===== src/source/ecc_pkg.sv =====
package ecc_pkg;

    localparam int ECC_DATA_W = 78;
    localparam int ECC_CHK_W  = 8;
    localparam int ECC_CW_W   = ECC_DATA_W + ECC_CHK_W;

    localparam int APB_AW = 8;
    localparam int APB_DW = 32;

    localparam int CNT_W     = 16;  // Error counters saturate at all ones.
    localparam int INJ_POS_W = 7;
    localparam logic [INJ_POS_W-1:0] ERR_POS_CHK = 7'd127;  // Error sat in a check bit.

    // Register map.
    localparam logic [APB_AW-1:0] REG_CTRL    = 8'h00;
    localparam logic [APB_AW-1:0] REG_ADDR    = 8'h04;
    localparam logic [APB_AW-1:0] REG_WDATA0  = 8'h08;
    localparam logic [APB_AW-1:0] REG_WDATA1  = 8'h0C;
    localparam logic [APB_AW-1:0] REG_WDATA2  = 8'h10;
    localparam logic [APB_AW-1:0] REG_CMD     = 8'h14;
    localparam logic [APB_AW-1:0] REG_RDATA0  = 8'h18;
    localparam logic [APB_AW-1:0] REG_RDATA1  = 8'h1C;
    localparam logic [APB_AW-1:0] REG_RDATA2  = 8'h20;
    localparam logic [APB_AW-1:0] REG_STATUS  = 8'h24;
    localparam logic [APB_AW-1:0] REG_ERR_POS = 8'h28;
    localparam logic [APB_AW-1:0] REG_SBE_CNT = 8'h2C;
    localparam logic [APB_AW-1:0] REG_DBE_CNT = 8'h30;
    localparam logic [APB_AW-1:0] REG_INJ     = 8'h34;

    localparam logic [APB_DW-1:0] CMD_WRITE = 32'd1;
    localparam logic [APB_DW-1:0] CMD_READ  = 32'd2;

    typedef struct packed {
        logic [ECC_DATA_W-1:0] data;
        logic [ECC_CHK_W-1:0]  chk;
    } ecc_cw_t;

    typedef struct packed {
        logic [ECC_DATA_W-1:0] data;
        logic [ECC_DATA_W-1:0] mask;
        logic                  sbit_err;
        logic                  dbit_err;
    } ecc_res_t;

    // Positions 0 to 77 are data bits, 78 to 85 are check bits.
    typedef struct packed {
        logic                 en1;
        logic [INJ_POS_W-1:0] pos1;
        logic                 en0;
        logic [INJ_POS_W-1:0] pos0;
    } ecc_inj_t;

    typedef struct packed {
        logic              psel;
        logic              penable;
        logic              pwrite;
        logic [APB_AW-1:0] paddr;
        logic [APB_DW-1:0] pwdata;
    } apb_req_t;

    typedef struct packed {
        logic [APB_DW-1:0] prdata;
        logic              pready;
        logic              pslverr;
    } apb_rsp_t;

endpackage


===== src/source/ecc_78_cal.sv =====
`timescale 1ns/100ps

module ecc_78_cal import ecc_pkg::*; (
    input  logic [ECC_DATA_W-1:0] data_in,
    input  logic [ECC_CHK_W-1:0]  parity_in,
    input  logic                  bypass,
    output logic [ECC_DATA_W-1:0] data_out,
    output logic [ECC_CHK_W-1:0]  parity_out,
    output logic [ECC_DATA_W-1:0] mask,
    output logic                  sbit_err,
    output logic                  dbit_err
);

    // H matrix, one column per data bit.
    // Bits 6:0 hold a non-power-of-two Hamming position, bit 7 makes every column odd weight.
    localparam logic [ECC_CHK_W-1:0] H_COL [ECC_DATA_W] = '{
        8'h83, 8'h85, 8'h86, 8'h07, 8'h89, 8'h8A,  // 0
        8'h0B, 8'h8C, 8'h0D, 8'h0E, 8'h8F, 8'h91,
        8'h92, 8'h13, 8'h94, 8'h15, 8'h16, 8'h97,  // 12
        8'h98, 8'h19, 8'h1A, 8'h9B, 8'h1C, 8'h9D,
        8'h9E, 8'h1F, 8'hA1, 8'hA2, 8'h23, 8'hA4,  // 24
        8'h25, 8'h26, 8'hA7, 8'hA8, 8'h29, 8'h2A,
        8'hAB, 8'h2C, 8'hAD, 8'hAE, 8'h2F, 8'hB0,  // 36
        8'h31, 8'h32, 8'hB3, 8'h34, 8'hB5, 8'hB6,
        8'h37, 8'h38, 8'hB9, 8'hBA, 8'h3B, 8'hBC,  // 48
        8'h3D, 8'h3E, 8'hBF, 8'hC1, 8'hC2, 8'h43,
        8'hC4, 8'h45, 8'h46, 8'hC7, 8'hC8, 8'h49,  // 60
        8'h4A, 8'hCB, 8'h4C, 8'hCD, 8'hCE, 8'h4F,
        8'hD0, 8'h51, 8'h52, 8'hD3, 8'h54, 8'hD5   // 72
    };

    logic [ECC_CHK_W-1:0] syndrome;
    logic                 hit_data;  // Syndrome names a data bit.
    logic                 hit_chk;   // Syndrome names a check bit.

    // Encoder.
    always_comb begin
        parity_out = '0;
        for (int i = 0; i < ECC_DATA_W; i++) begin
            if (data_in[i]) begin
                parity_out = parity_out ^ H_COL[i];
            end
        end
    end

    assign syndrome = parity_in ^ parity_out;

    // One-hot correction mask; at most one column can match.
    always_comb begin
        for (int i = 0; i < ECC_DATA_W; i++) begin
            mask[i] = (syndrome == H_COL[i]);
        end
    end

    assign hit_data = |mask;
    assign hit_chk  = $onehot(syndrome);

    assign data_out = bypass ? data_in : (data_in ^ mask);

    // Any other nonzero syndrome is treated as uncorrectable.
    assign sbit_err = ~bypass & (hit_data | hit_chk);
    assign dbit_err = ~bypass & (syndrome != '0) & ~hit_data & ~hit_chk;

endmodule


===== src/source/ecc_apb_ctrl.sv =====
`timescale 1ns/100ps

module ecc_apb_ctrl import ecc_pkg::*; #(
    parameter int DEPTH = 16
) (
    input  logic                     clk,
    input  logic                     arst_n,
    input  apb_req_t                 apb_req,
    output apb_rsp_t                 apb_rsp,
    output logic [ECC_DATA_W-1:0]    ecc_data_in,
    output logic [ECC_CHK_W-1:0]     ecc_parity_in,
    output logic                     ecc_bypass,
    input  ecc_res_t                 ecc_res,
    input  logic [ECC_CHK_W-1:0]     ecc_parity_out,
    output logic                     mem_en,
    output logic                     mem_we,
    output logic [$clog2(DEPTH)-1:0] mem_addr,
    output ecc_cw_t                  mem_wdata,
    input  ecc_cw_t                  mem_rdata
);

    localparam int AW = $clog2(DEPTH);

    typedef enum logic [1:0] {
        ST_IDLE,
        ST_ISSUE,
        ST_CAPTURE
    } state_t;

    state_t                state;
    logic                  cmd_rd_q;  // Command in flight is a read.

    logic                  bypass_q;
    logic [APB_DW-1:0]     addr_q;
    logic [ECC_DATA_W-1:0] wdata_q;
    logic [ECC_DATA_W-1:0] rdata_q;
    logic                  sbit_q;
    logic                  dbit_q;
    logic [INJ_POS_W-1:0]  err_pos_q;
    logic [CNT_W-1:0]      sbe_cnt_q;
    logic [CNT_W-1:0]      dbe_cnt_q;
    ecc_inj_t              inj_q;

    logic                  access;
    logic                  pready;
    logic                  mapped;
    logic                  cmd_valid;
    logic                  cmd_bad;
    logic                  cmd_start;
    logic                  reg_wr;
    logic                  capture;
    logic [APB_DW-1:0]     prdata;
    logic [ECC_CW_W-1:0]   flip;      // Indexed by injection position.
    logic [INJ_POS_W-1:0]  mask_pos;

    // Bus decode.
    assign access    = apb_req.psel & apb_req.penable;
    assign pready    = access & (state == ST_IDLE);
    assign cmd_valid = ((apb_req.pwdata == CMD_WRITE) || (apb_req.pwdata == CMD_READ)) &&
                       (addr_q < APB_DW'(DEPTH));
    assign cmd_bad   = apb_req.pwrite & (apb_req.paddr == REG_CMD) & ~cmd_valid;
    assign reg_wr    = pready & apb_req.pwrite & mapped;
    assign capture   = (state == ST_CAPTURE) & cmd_rd_q;

    // Started in the setup phase, so the array is driven in the first access cycle.
    assign cmd_start = apb_req.psel & ~apb_req.penable & apb_req.pwrite &
                       (apb_req.paddr == REG_CMD) & cmd_valid & (state == ST_IDLE);

    assign apb_rsp = '{prdata:  prdata,
                       pready:  pready,
                       pslverr: pready & (~mapped | cmd_bad)};

    always_comb begin
        prdata = '0;
        mapped = 1'b1;
        case (apb_req.paddr)
            REG_CTRL:    prdata = APB_DW'(bypass_q);
            REG_ADDR:    prdata = addr_q;
            REG_WDATA0:  prdata = wdata_q[31:0];
            REG_WDATA1:  prdata = wdata_q[63:32];
            REG_WDATA2:  prdata = APB_DW'(wdata_q[ECC_DATA_W-1:64]);
            REG_CMD:     prdata = '0;  // Write only.
            REG_RDATA0:  prdata = rdata_q[31:0];
            REG_RDATA1:  prdata = rdata_q[63:32];
            REG_RDATA2:  prdata = APB_DW'(rdata_q[ECC_DATA_W-1:64]);
            REG_STATUS:  prdata = APB_DW'({dbit_q, sbit_q});
            REG_ERR_POS: prdata = APB_DW'(err_pos_q);
            REG_SBE_CNT: prdata = APB_DW'(sbe_cnt_q);
            REG_DBE_CNT: prdata = APB_DW'(dbe_cnt_q);
            REG_INJ:     prdata = APB_DW'(inj_q);
            default:     mapped = 1'b0;
        endcase
    end

    // Command sequencer.
    always_ff @(posedge clk or negedge arst_n) begin
        if (!arst_n) begin
            state    <= ST_IDLE;
            cmd_rd_q <= 1'b0;
        end else begin
            case (state)
                ST_IDLE: begin
                    if (cmd_start) begin
                        state    <= ST_ISSUE;
                        cmd_rd_q <= (apb_req.pwdata == CMD_READ);
                    end
                end
                ST_ISSUE:   state <= ST_CAPTURE;  // Array write or read at this edge.
                ST_CAPTURE: state <= ST_IDLE;
                default:    state <= ST_IDLE;
            endcase
        end
    end

    // Register file, error log and counters.
    always_ff @(posedge clk or negedge arst_n) begin
        if (!arst_n) begin
            bypass_q  <= 1'b0;
            addr_q    <= '0;
            wdata_q   <= '0;
            rdata_q   <= '0;
            sbit_q    <= 1'b0;
            dbit_q    <= 1'b0;
            err_pos_q <= '0;
            sbe_cnt_q <= '0;
            dbe_cnt_q <= '0;
            inj_q     <= '0;
        end else begin
            if (reg_wr) begin
                case (apb_req.paddr)
                    REG_CTRL:    bypass_q <= apb_req.pwdata[0];
                    REG_ADDR:    addr_q <= apb_req.pwdata;
                    REG_WDATA0:  wdata_q[31:0] <= apb_req.pwdata;
                    REG_WDATA1:  wdata_q[63:32] <= apb_req.pwdata;
                    REG_WDATA2:  wdata_q[ECC_DATA_W-1:64] <= apb_req.pwdata[ECC_DATA_W-65:0];
                    REG_SBE_CNT: sbe_cnt_q <= '0;
                    REG_DBE_CNT: dbe_cnt_q <= '0;
                    REG_INJ:     inj_q <= ecc_inj_t'(apb_req.pwdata[$bits(ecc_inj_t)-1:0]);
                    default:     ;
                endcase
            end
            // One-shot; consumed by the write it was armed for.
            if ((state == ST_ISSUE) && !cmd_rd_q) begin
                inj_q <= '0;
            end
            if (capture) begin
                rdata_q <= ecc_res.data;
                sbit_q  <= ecc_res.sbit_err;
                dbit_q  <= ecc_res.dbit_err;
                if (ecc_res.sbit_err) begin
                    err_pos_q <= mask_pos;
                end
                if (ecc_res.sbit_err && (sbe_cnt_q != '1)) begin
                    sbe_cnt_q <= sbe_cnt_q + 1'b1;
                end
                if (ecc_res.dbit_err && (dbe_cnt_q != '1)) begin
                    dbe_cnt_q <= dbe_cnt_q + 1'b1;
                end
            end
        end
    end

    always_comb begin
        for (int i = 0; i < ECC_CW_W; i++) begin
            flip[i] = (inj_q.en0 && (inj_q.pos0 == i)) || (inj_q.en1 && (inj_q.pos1 == i));
        end
    end

    // Index of the corrected data bit, or the check-bit marker for a zero mask.
    always_comb begin
        mask_pos = ERR_POS_CHK;
        for (int i = 0; i < ECC_DATA_W; i++) begin
            if (ecc_res.mask[i]) begin
                mask_pos = INJ_POS_W'(i);
            end
        end
    end

    // Engine sees the stored word while capturing, the write data otherwise.
    assign ecc_data_in   = (state == ST_CAPTURE) ? mem_rdata.data : wdata_q;
    assign ecc_parity_in = mem_rdata.chk;
    assign ecc_bypass    = bypass_q;

    assign mem_en    = (state == ST_ISSUE);
    assign mem_we    = mem_en & ~cmd_rd_q;
    assign mem_addr  = addr_q[AW-1:0];
    assign mem_wdata = '{data: wdata_q ^ flip[ECC_DATA_W-1:0],
                         chk:  ecc_parity_out ^ flip[ECC_CW_W-1:ECC_DATA_W]};

    // A command holds pready low for its first two access cycles.
    a_cmd_waits: assert property (@(posedge clk) disable iff (!arst_n)
        cmd_start |=> !apb_rsp.pready ##1 !apb_rsp.pready ##1 apb_rsp.pready)
        else $error("Command transfer without exactly two wait states.");

    // The master must hold the command transfer while the sequencer runs.
    a_req_stable: assert property (@(posedge clk) disable iff (!arst_n)
        (state != ST_IDLE) |-> (apb_req.psel && apb_req.penable && apb_req.pwrite &&
                                $stable(apb_req.paddr) && $stable(apb_req.pwdata)))
        else $error("APB request changed during a command.");

    // Distinct H columns leave at most one data bit to correct.
    a_err_exclusive: assert property (@(posedge clk) disable iff (!arst_n)
        capture |-> (!(ecc_res.sbit_err && ecc_res.dbit_err) && $onehot0(ecc_res.mask)))
        else $error("Inconsistent error flags or correction mask.");

endmodule


===== src/source/ecc_mem_top.sv =====
`timescale 1ns/100ps

module ecc_mem_top import ecc_pkg::*; #(
    parameter int DEPTH = 16
) (
    input  logic     clk,
    input  logic     arst_n,
    input  apb_req_t apb_req,
    output apb_rsp_t apb_rsp
);

    logic [ECC_DATA_W-1:0]    ecc_data_in;
    logic [ECC_CHK_W-1:0]     ecc_parity_in;
    logic                     ecc_bypass;
    logic [ECC_CHK_W-1:0]     ecc_parity_out;
    ecc_res_t                 ecc_res;        // Engine outputs, bundled.
    logic                     mem_en;
    logic                     mem_we;
    logic [$clog2(DEPTH)-1:0] mem_addr;
    ecc_cw_t                  mem_wdata;
    ecc_cw_t                  mem_rdata;

    ecc_apb_ctrl #(
        .DEPTH(DEPTH)
    ) u_ctrl (
        .clk            (clk),
        .arst_n         (arst_n),
        .apb_req        (apb_req),
        .apb_rsp        (apb_rsp),
        .ecc_data_in    (ecc_data_in),
        .ecc_parity_in  (ecc_parity_in),
        .ecc_bypass     (ecc_bypass),
        .ecc_res        (ecc_res),
        .ecc_parity_out (ecc_parity_out),
        .mem_en         (mem_en),
        .mem_we         (mem_we),
        .mem_addr       (mem_addr),
        .mem_wdata      (mem_wdata),
        .mem_rdata      (mem_rdata)
    );

    ecc_78_cal u_ecc (
        .data_in    (ecc_data_in),
        .parity_in  (ecc_parity_in),
        .bypass     (ecc_bypass),
        .data_out   (ecc_res.data),
        .parity_out (ecc_parity_out),
        .mask       (ecc_res.mask),
        .sbit_err   (ecc_res.sbit_err),
        .dbit_err   (ecc_res.dbit_err)
    );

    ecc_sram #(
        .DEPTH(DEPTH)
    ) u_mem (
        .clk   (clk),
        .en    (mem_en),
        .we    (mem_we),
        .addr  (mem_addr),
        .wdata (mem_wdata),
        .rdata (mem_rdata)
    );

endmodule


===== src/source/ecc_sram.sv =====
`timescale 1ns/100ps

module ecc_sram import ecc_pkg::*; #(
    parameter int DEPTH = 16
) (
    input  logic                     clk,
    input  logic                     en,
    input  logic                     we,
    input  logic [$clog2(DEPTH)-1:0] addr,
    input  ecc_cw_t                  wdata,
    output ecc_cw_t                  rdata
);

    ecc_cw_t mem [DEPTH];

    // Registered read port; rdata keeps the last read word.
    always_ff @(posedge clk) begin
        if (en) begin
            if (we) begin
                mem[addr] <= wdata;
            end else begin
                rdata <= mem[addr];
            end
        end
    end

    a_addr_range: assert property (@(posedge clk) en |-> (int'(addr) < DEPTH))
        else $error("Array access beyond DEPTH.");

endmodule


===== config.mk =====
export PLATFORM = sky130hd
export DESIGN_NAME = ecc_mem_top
export DESIGN_NICKNAME = d
export VERILOG_FILES = /design/src/source/ecc_pkg.sv /design/src/source/ecc_78_cal.sv /design/src/source/ecc_apb_ctrl.sv /design/src/source/ecc_mem_top.sv /design/src/source/ecc_sram.sv
export SDC_FILE = /design/constraint.sdc
export NUM_CORES = 2
export LEC_CHECK = 0
export ABC_AREA = 0
export BUFFER_PORTS_ARGS = -buffer_cell sky130_fd_sc_hd__buf_2
export CAP_MARGIN = 5
export CELL_PAD_IN_SITES_DETAIL_PLACEMENT = 0
export CELL_PAD_IN_SITES_GLOBAL_PLACEMENT = 1
export CORE_MARGIN = 8
export CORE_UTILIZATION = 29
export DETAILED_ROUTE_END_ITERATION = 16
export GPL_ROUTABILITY_DRIVEN = 0
export GPL_TIMING_DRIVEN = 0
export HOLD_SLACK_MARGIN = 0.05
export PLACE_DENSITY = 0.56
export SLEW_MARGIN = 10
export SYNTH_ARGS = -nofsm -noshare
export SYNTH_HDL_FRONTEND = slang
export SYNTH_HIERARCHICAL = 1
export SYNTH_SLANG_ARGS = --single-unit

===== constraint.sdc =====
create_clock -name clk -period 21.2 [get_ports clk]
set_input_delay 3.18 -clock clk [delete_from_list [all_inputs] [get_ports clk]]
set_output_delay 3.18 -clock clk [all_outputs]
set_load 0.05 [all_outputs]

==> summary.md <==
| Metric | Value |
|---|---|
| Status | `complete, no violations` |
| Final min period | `between 10 and 15 ns` |
| Total GRT Usage | `~19%` |
| WP data arrival | `11.71 ns` |
| Vias per inst | `roughly 5.3` |
| Clk_skew | `between 0.05 and 0.06 ns` |
| PD cells | `between 70 and 80 nW/um2` |
| Row count | `between 150 and 200` |
| Final HPWL DP | `190,000 um` |
| Synthesis Warnings | `6` |
| FFs w/ async S/R, synth | `around 15%` |
| Achievable clock frequency | `slightly above 90 MHz` |
| Crit-path leading delay family | `XOR/XNOR gates` |
| Die Span X | `~520 um` |
| Antenna viol nets, final | `0` |
| Crit path buf inv count | `6` |
| Fin crit share | `51.8%` |
| Clock H-tree levels | `4` |
| Count of cell types in the netlist | `slightly above 90` |
| Static leakage | `26.1 nW` |
| Pin count of the biggest net entering global routing | `97` |
| Die Area | `around 270,000 um2` |
| CTS tree | `built` |
| Core area | `254,000 um2` |
| Max-cap violations | `0` |
| Total power | `around 6.9 mW` |
| Post-CTS sizing | `0` |
| Mapped Avg Cell Area | `between 15 and 20 um2` |
| Placed insts | `7,945` |
| # nets final | `4,824` |
| Slew margin rel. | `between 6 and 7%` |
| Layout area overhead | `18.0%` |
| Setup TNS | `0 ns` |
| Busiest grt layer | `met2` |
| Clk buf depth | `3` |
| Reg clk slew, reported paths | `roughly 0.06 ns` |
| Max VDD drop | `about 84 uV` |
| R2R Setup Slk | `between 10 and 15 ns` |
| Max stage delay on crit path | `slightly below 0.9 ns` |
| DRT iter0 DRCs | `5,288` |
| CP Capture Type | `flop` |
| Hold Buf Count CTS | `0` |
| #FFs+latches synth | `1,711` |
| Setup CP Type | `reg -> reg` |
| Worst Setup Start Kind | `flop` |
| GR Overflow Total | `0` |
| I/O pins | `between 70 and 80` |
| Vias | `44,200` |
| Initial Utilization | `between 20% and 30%` |
| Worst Max-Slew Pin Slew | `approximately 1.4 ns` |
| Worst skew pair latency | `about 0.85 ns` |
| First-pass GRT wire length | `between 300,000 and 400,000 um` |
| Sequential share of the synthesized area | `about two thirds` |
| Total CTS buffers | `around 180` |
| Drt total wl | `between 200,000 and 300,000 um` |
| Hold crit path type | `reg -> reg` |
| Final Max Slew Viols | `0` |
| Post-CTS setup repair buffer count | `0` |
| CTS sink count | `between 1,500 and 2,000` |
| Most frequent CP cell | `fa_1` |
| Critical Path RT | `21.93 ns` |
| Routed wire per std cell | `~31 um` |
| Final Non-Filler Cells | `8,291` |
| Final Hold Violating Endpoints | `0` |
| Layout cells sized above 1 | `26.4%` |
| Crit path max fanout | `10` |
| Met2 usage | `between 20% and 30%` |
| Initial antenna violation count | `30` |
| Die height | `between 500 and 600 um` |
| Final setup vio count | `0` |
| Cell area after synthesis | `between 70,000 and 80,000 um2` |
| Worst path slowest cell | `nor4b_1` |
| Met1 Usage GRT | `25.7%` |
| Root Buffer | `clkbuf_16` |
| Syn Inst Count | `around 4,400` |
| Vias in the first global route | `between 40,000 and 50,000` |
| First-pass DRT Iterations | `7` |
| Post-synth EDFFs | `between 1,000 and 1,500` |
| Main flop type after synthesis | `edfxtp_1` |
| Residual DRC count | `0` |
| Met3 Track Usage GR | `slightly above 3%` |
| Port bufs | `77` |
| Syn Nets | `~4,400` |
| Unrepaired setup endpoints after global routing | `no` |
cells in the final DEF, fill, tap and decap left out, types with 25 or more instances in the layout:
master	Yosys	final
nor4_1	42	42
nor3_1	67	62
buf_1	35	35
nand2_1	268	268
edfxtp_1	1462	1462
buf_4	26	62
clkbuf_16	0	186
nor2_1	222	209
mux2_2	252	252
a21oi_1	50	50
a22oi_1	223	223
xnor3_1	25	25
clkinv_1	1	37
xor2_2	0	61
clkinv_2	0	33
a222oi_1	27	27
mux4_2	332	332
dfrtp_1	249	249
o21ai_0	49	49
nand3_1	72	72
o22ai_1	87	87
buf_2	59	135
clkbuf_1	119	156
inv_1	38	38
xor2_1	177	116
buf_6	23	47
nand4_1	42	42
buf_12	0	50
xnor2_1	133	130
where the power goes:
part,internal (mW),total (mW),switching [mW]
logic,0.0253,0.103,0.0777
clock network,1.81,3.17,1.37
registers,3.61,3.61,0.000886
total,5.44,6.89,1.44
per-stage QoR:
step           instance area [um2]  util (%)  hold WS (ns)  setup slack (ns)
2_1_floorplan                74100         -         0.443             12.69
3_3_place_gp                 78700      31.0         0.489              3.28
3_5_place_dp                 81100      31.9         0.494             10.30
4_1_cts                      87100      34.3         0.507             10.26
5_1_grt                      87400      34.4         0.510              9.73
6_report                     87400      34.4         0.510             10.22
final timing paths:
| check | startpoint | endpoint | depth (start not counted) |
|---|---|---|---|
| hold reg to reg | u_ctrl/rdata_q[53] | u_ctrl/rdata_q[53] | 1 |
| setup / recovery | u_ctrl/state[1] | u_ctrl/sbe_cnt_q[12] | 30 |
| min in group asynchronous | arst_n | u_ctrl/rdata_q[25] | 1 |
| setup reg to reg | u_ctrl/state[1] | u_ctrl/sbe_cnt_q[12] | 30 |
| hold / removal | u_ctrl/rdata_q[53] | u_ctrl/rdata_q[53] | 1 |
| max in group asynchronous | arst_n | u_ctrl/wdata_q[15] | 3 |
per-layer routing:
metal | routed length (um) | vias to the layer above
met2 | 121000 | 1904
met1 | 111000 | 23700
met4 | 8650 | 4
met5 | 27 | -
met3 | 17400 | 382
li1 | - | 18200
state kept, by name, indices dropped and copies added, names as in the netlist, 2 cells and up:
signal            flops
u_mem/mem          1376
u_mem/rdata          86
u_ctrl/rdata_q       78
u_ctrl/wdata_q       78
u_ctrl/addr_q        32
u_ctrl/dbe_cnt_q     16
u_ctrl/inj_q         16
u_ctrl/sbe_cnt_q     16
u_ctrl/err_pos_q      7
u_ctrl/state          2
area by class of cell:
| class | instances | area, um2 |
|---|---|---|
| sequential | 1711 | 50100 |
| clock inverter | 106 | 1070 |
| timing repair buffer | 213 | 2530 |
| buffer | 264 | 1350 |
| multi-input combinational | 2350 | 23100 |
| antenna | 8 | 20.0 |
| clock buffer | 231 | 4900 |
| tap | 3366 | 4210 |
| fill | 24200 | 167000 |
| inverter | 42 | 163 |
logic make-up after synthesis:
group / synth area share [%]
DFF: 67.7
and+or+nand+nor: 5.48
muxes: 14.8
AOI/OAI and AO/OA: 4.97
xor gates and xnor gates: 4.76
buffers and inverters: 2.04
adders and majority gates: 0.260
synthesized netlist by cell type, drive strengths merged, types with 5 or more instances:
cell type	number	area share, %
a21oi	50	0.34
a221oi	6	0.071
a222oi	27	0.36
a22o	9	0.11
a22oi	223	2.3
and2	6	0.051
and3	10	0.084
buf	144	1.2
clkbuf	120	0.61
dfrtp	249	8.4
edfxtp	1462	59
ha	9	0.15
inv	41	0.21
mux2	271	4.1
mux2i	13	0.18
mux4	344	11
nand2	269	1.4
nand2b	11	0.093
nand3	74	0.51
nand3b	6	0.061
nand4	43	0.37
nand4b	8	0.095
nor2	224	1.1
nor2b	20	0.17
nor3	74	0.57
nor4	42	0.35
nor4b	8	0.095
o21a	5	0.051
o21ai	54	0.36
o22ai	87	0.73
o31ai	10	0.10
o32ai	5	0.059
or2	6	0.051
or3	18	0.15
or4	13	0.14
xnor2	136	1.7
xnor3	29	0.89
xor2	177	2.1
(Power assumes the default switching activity.)
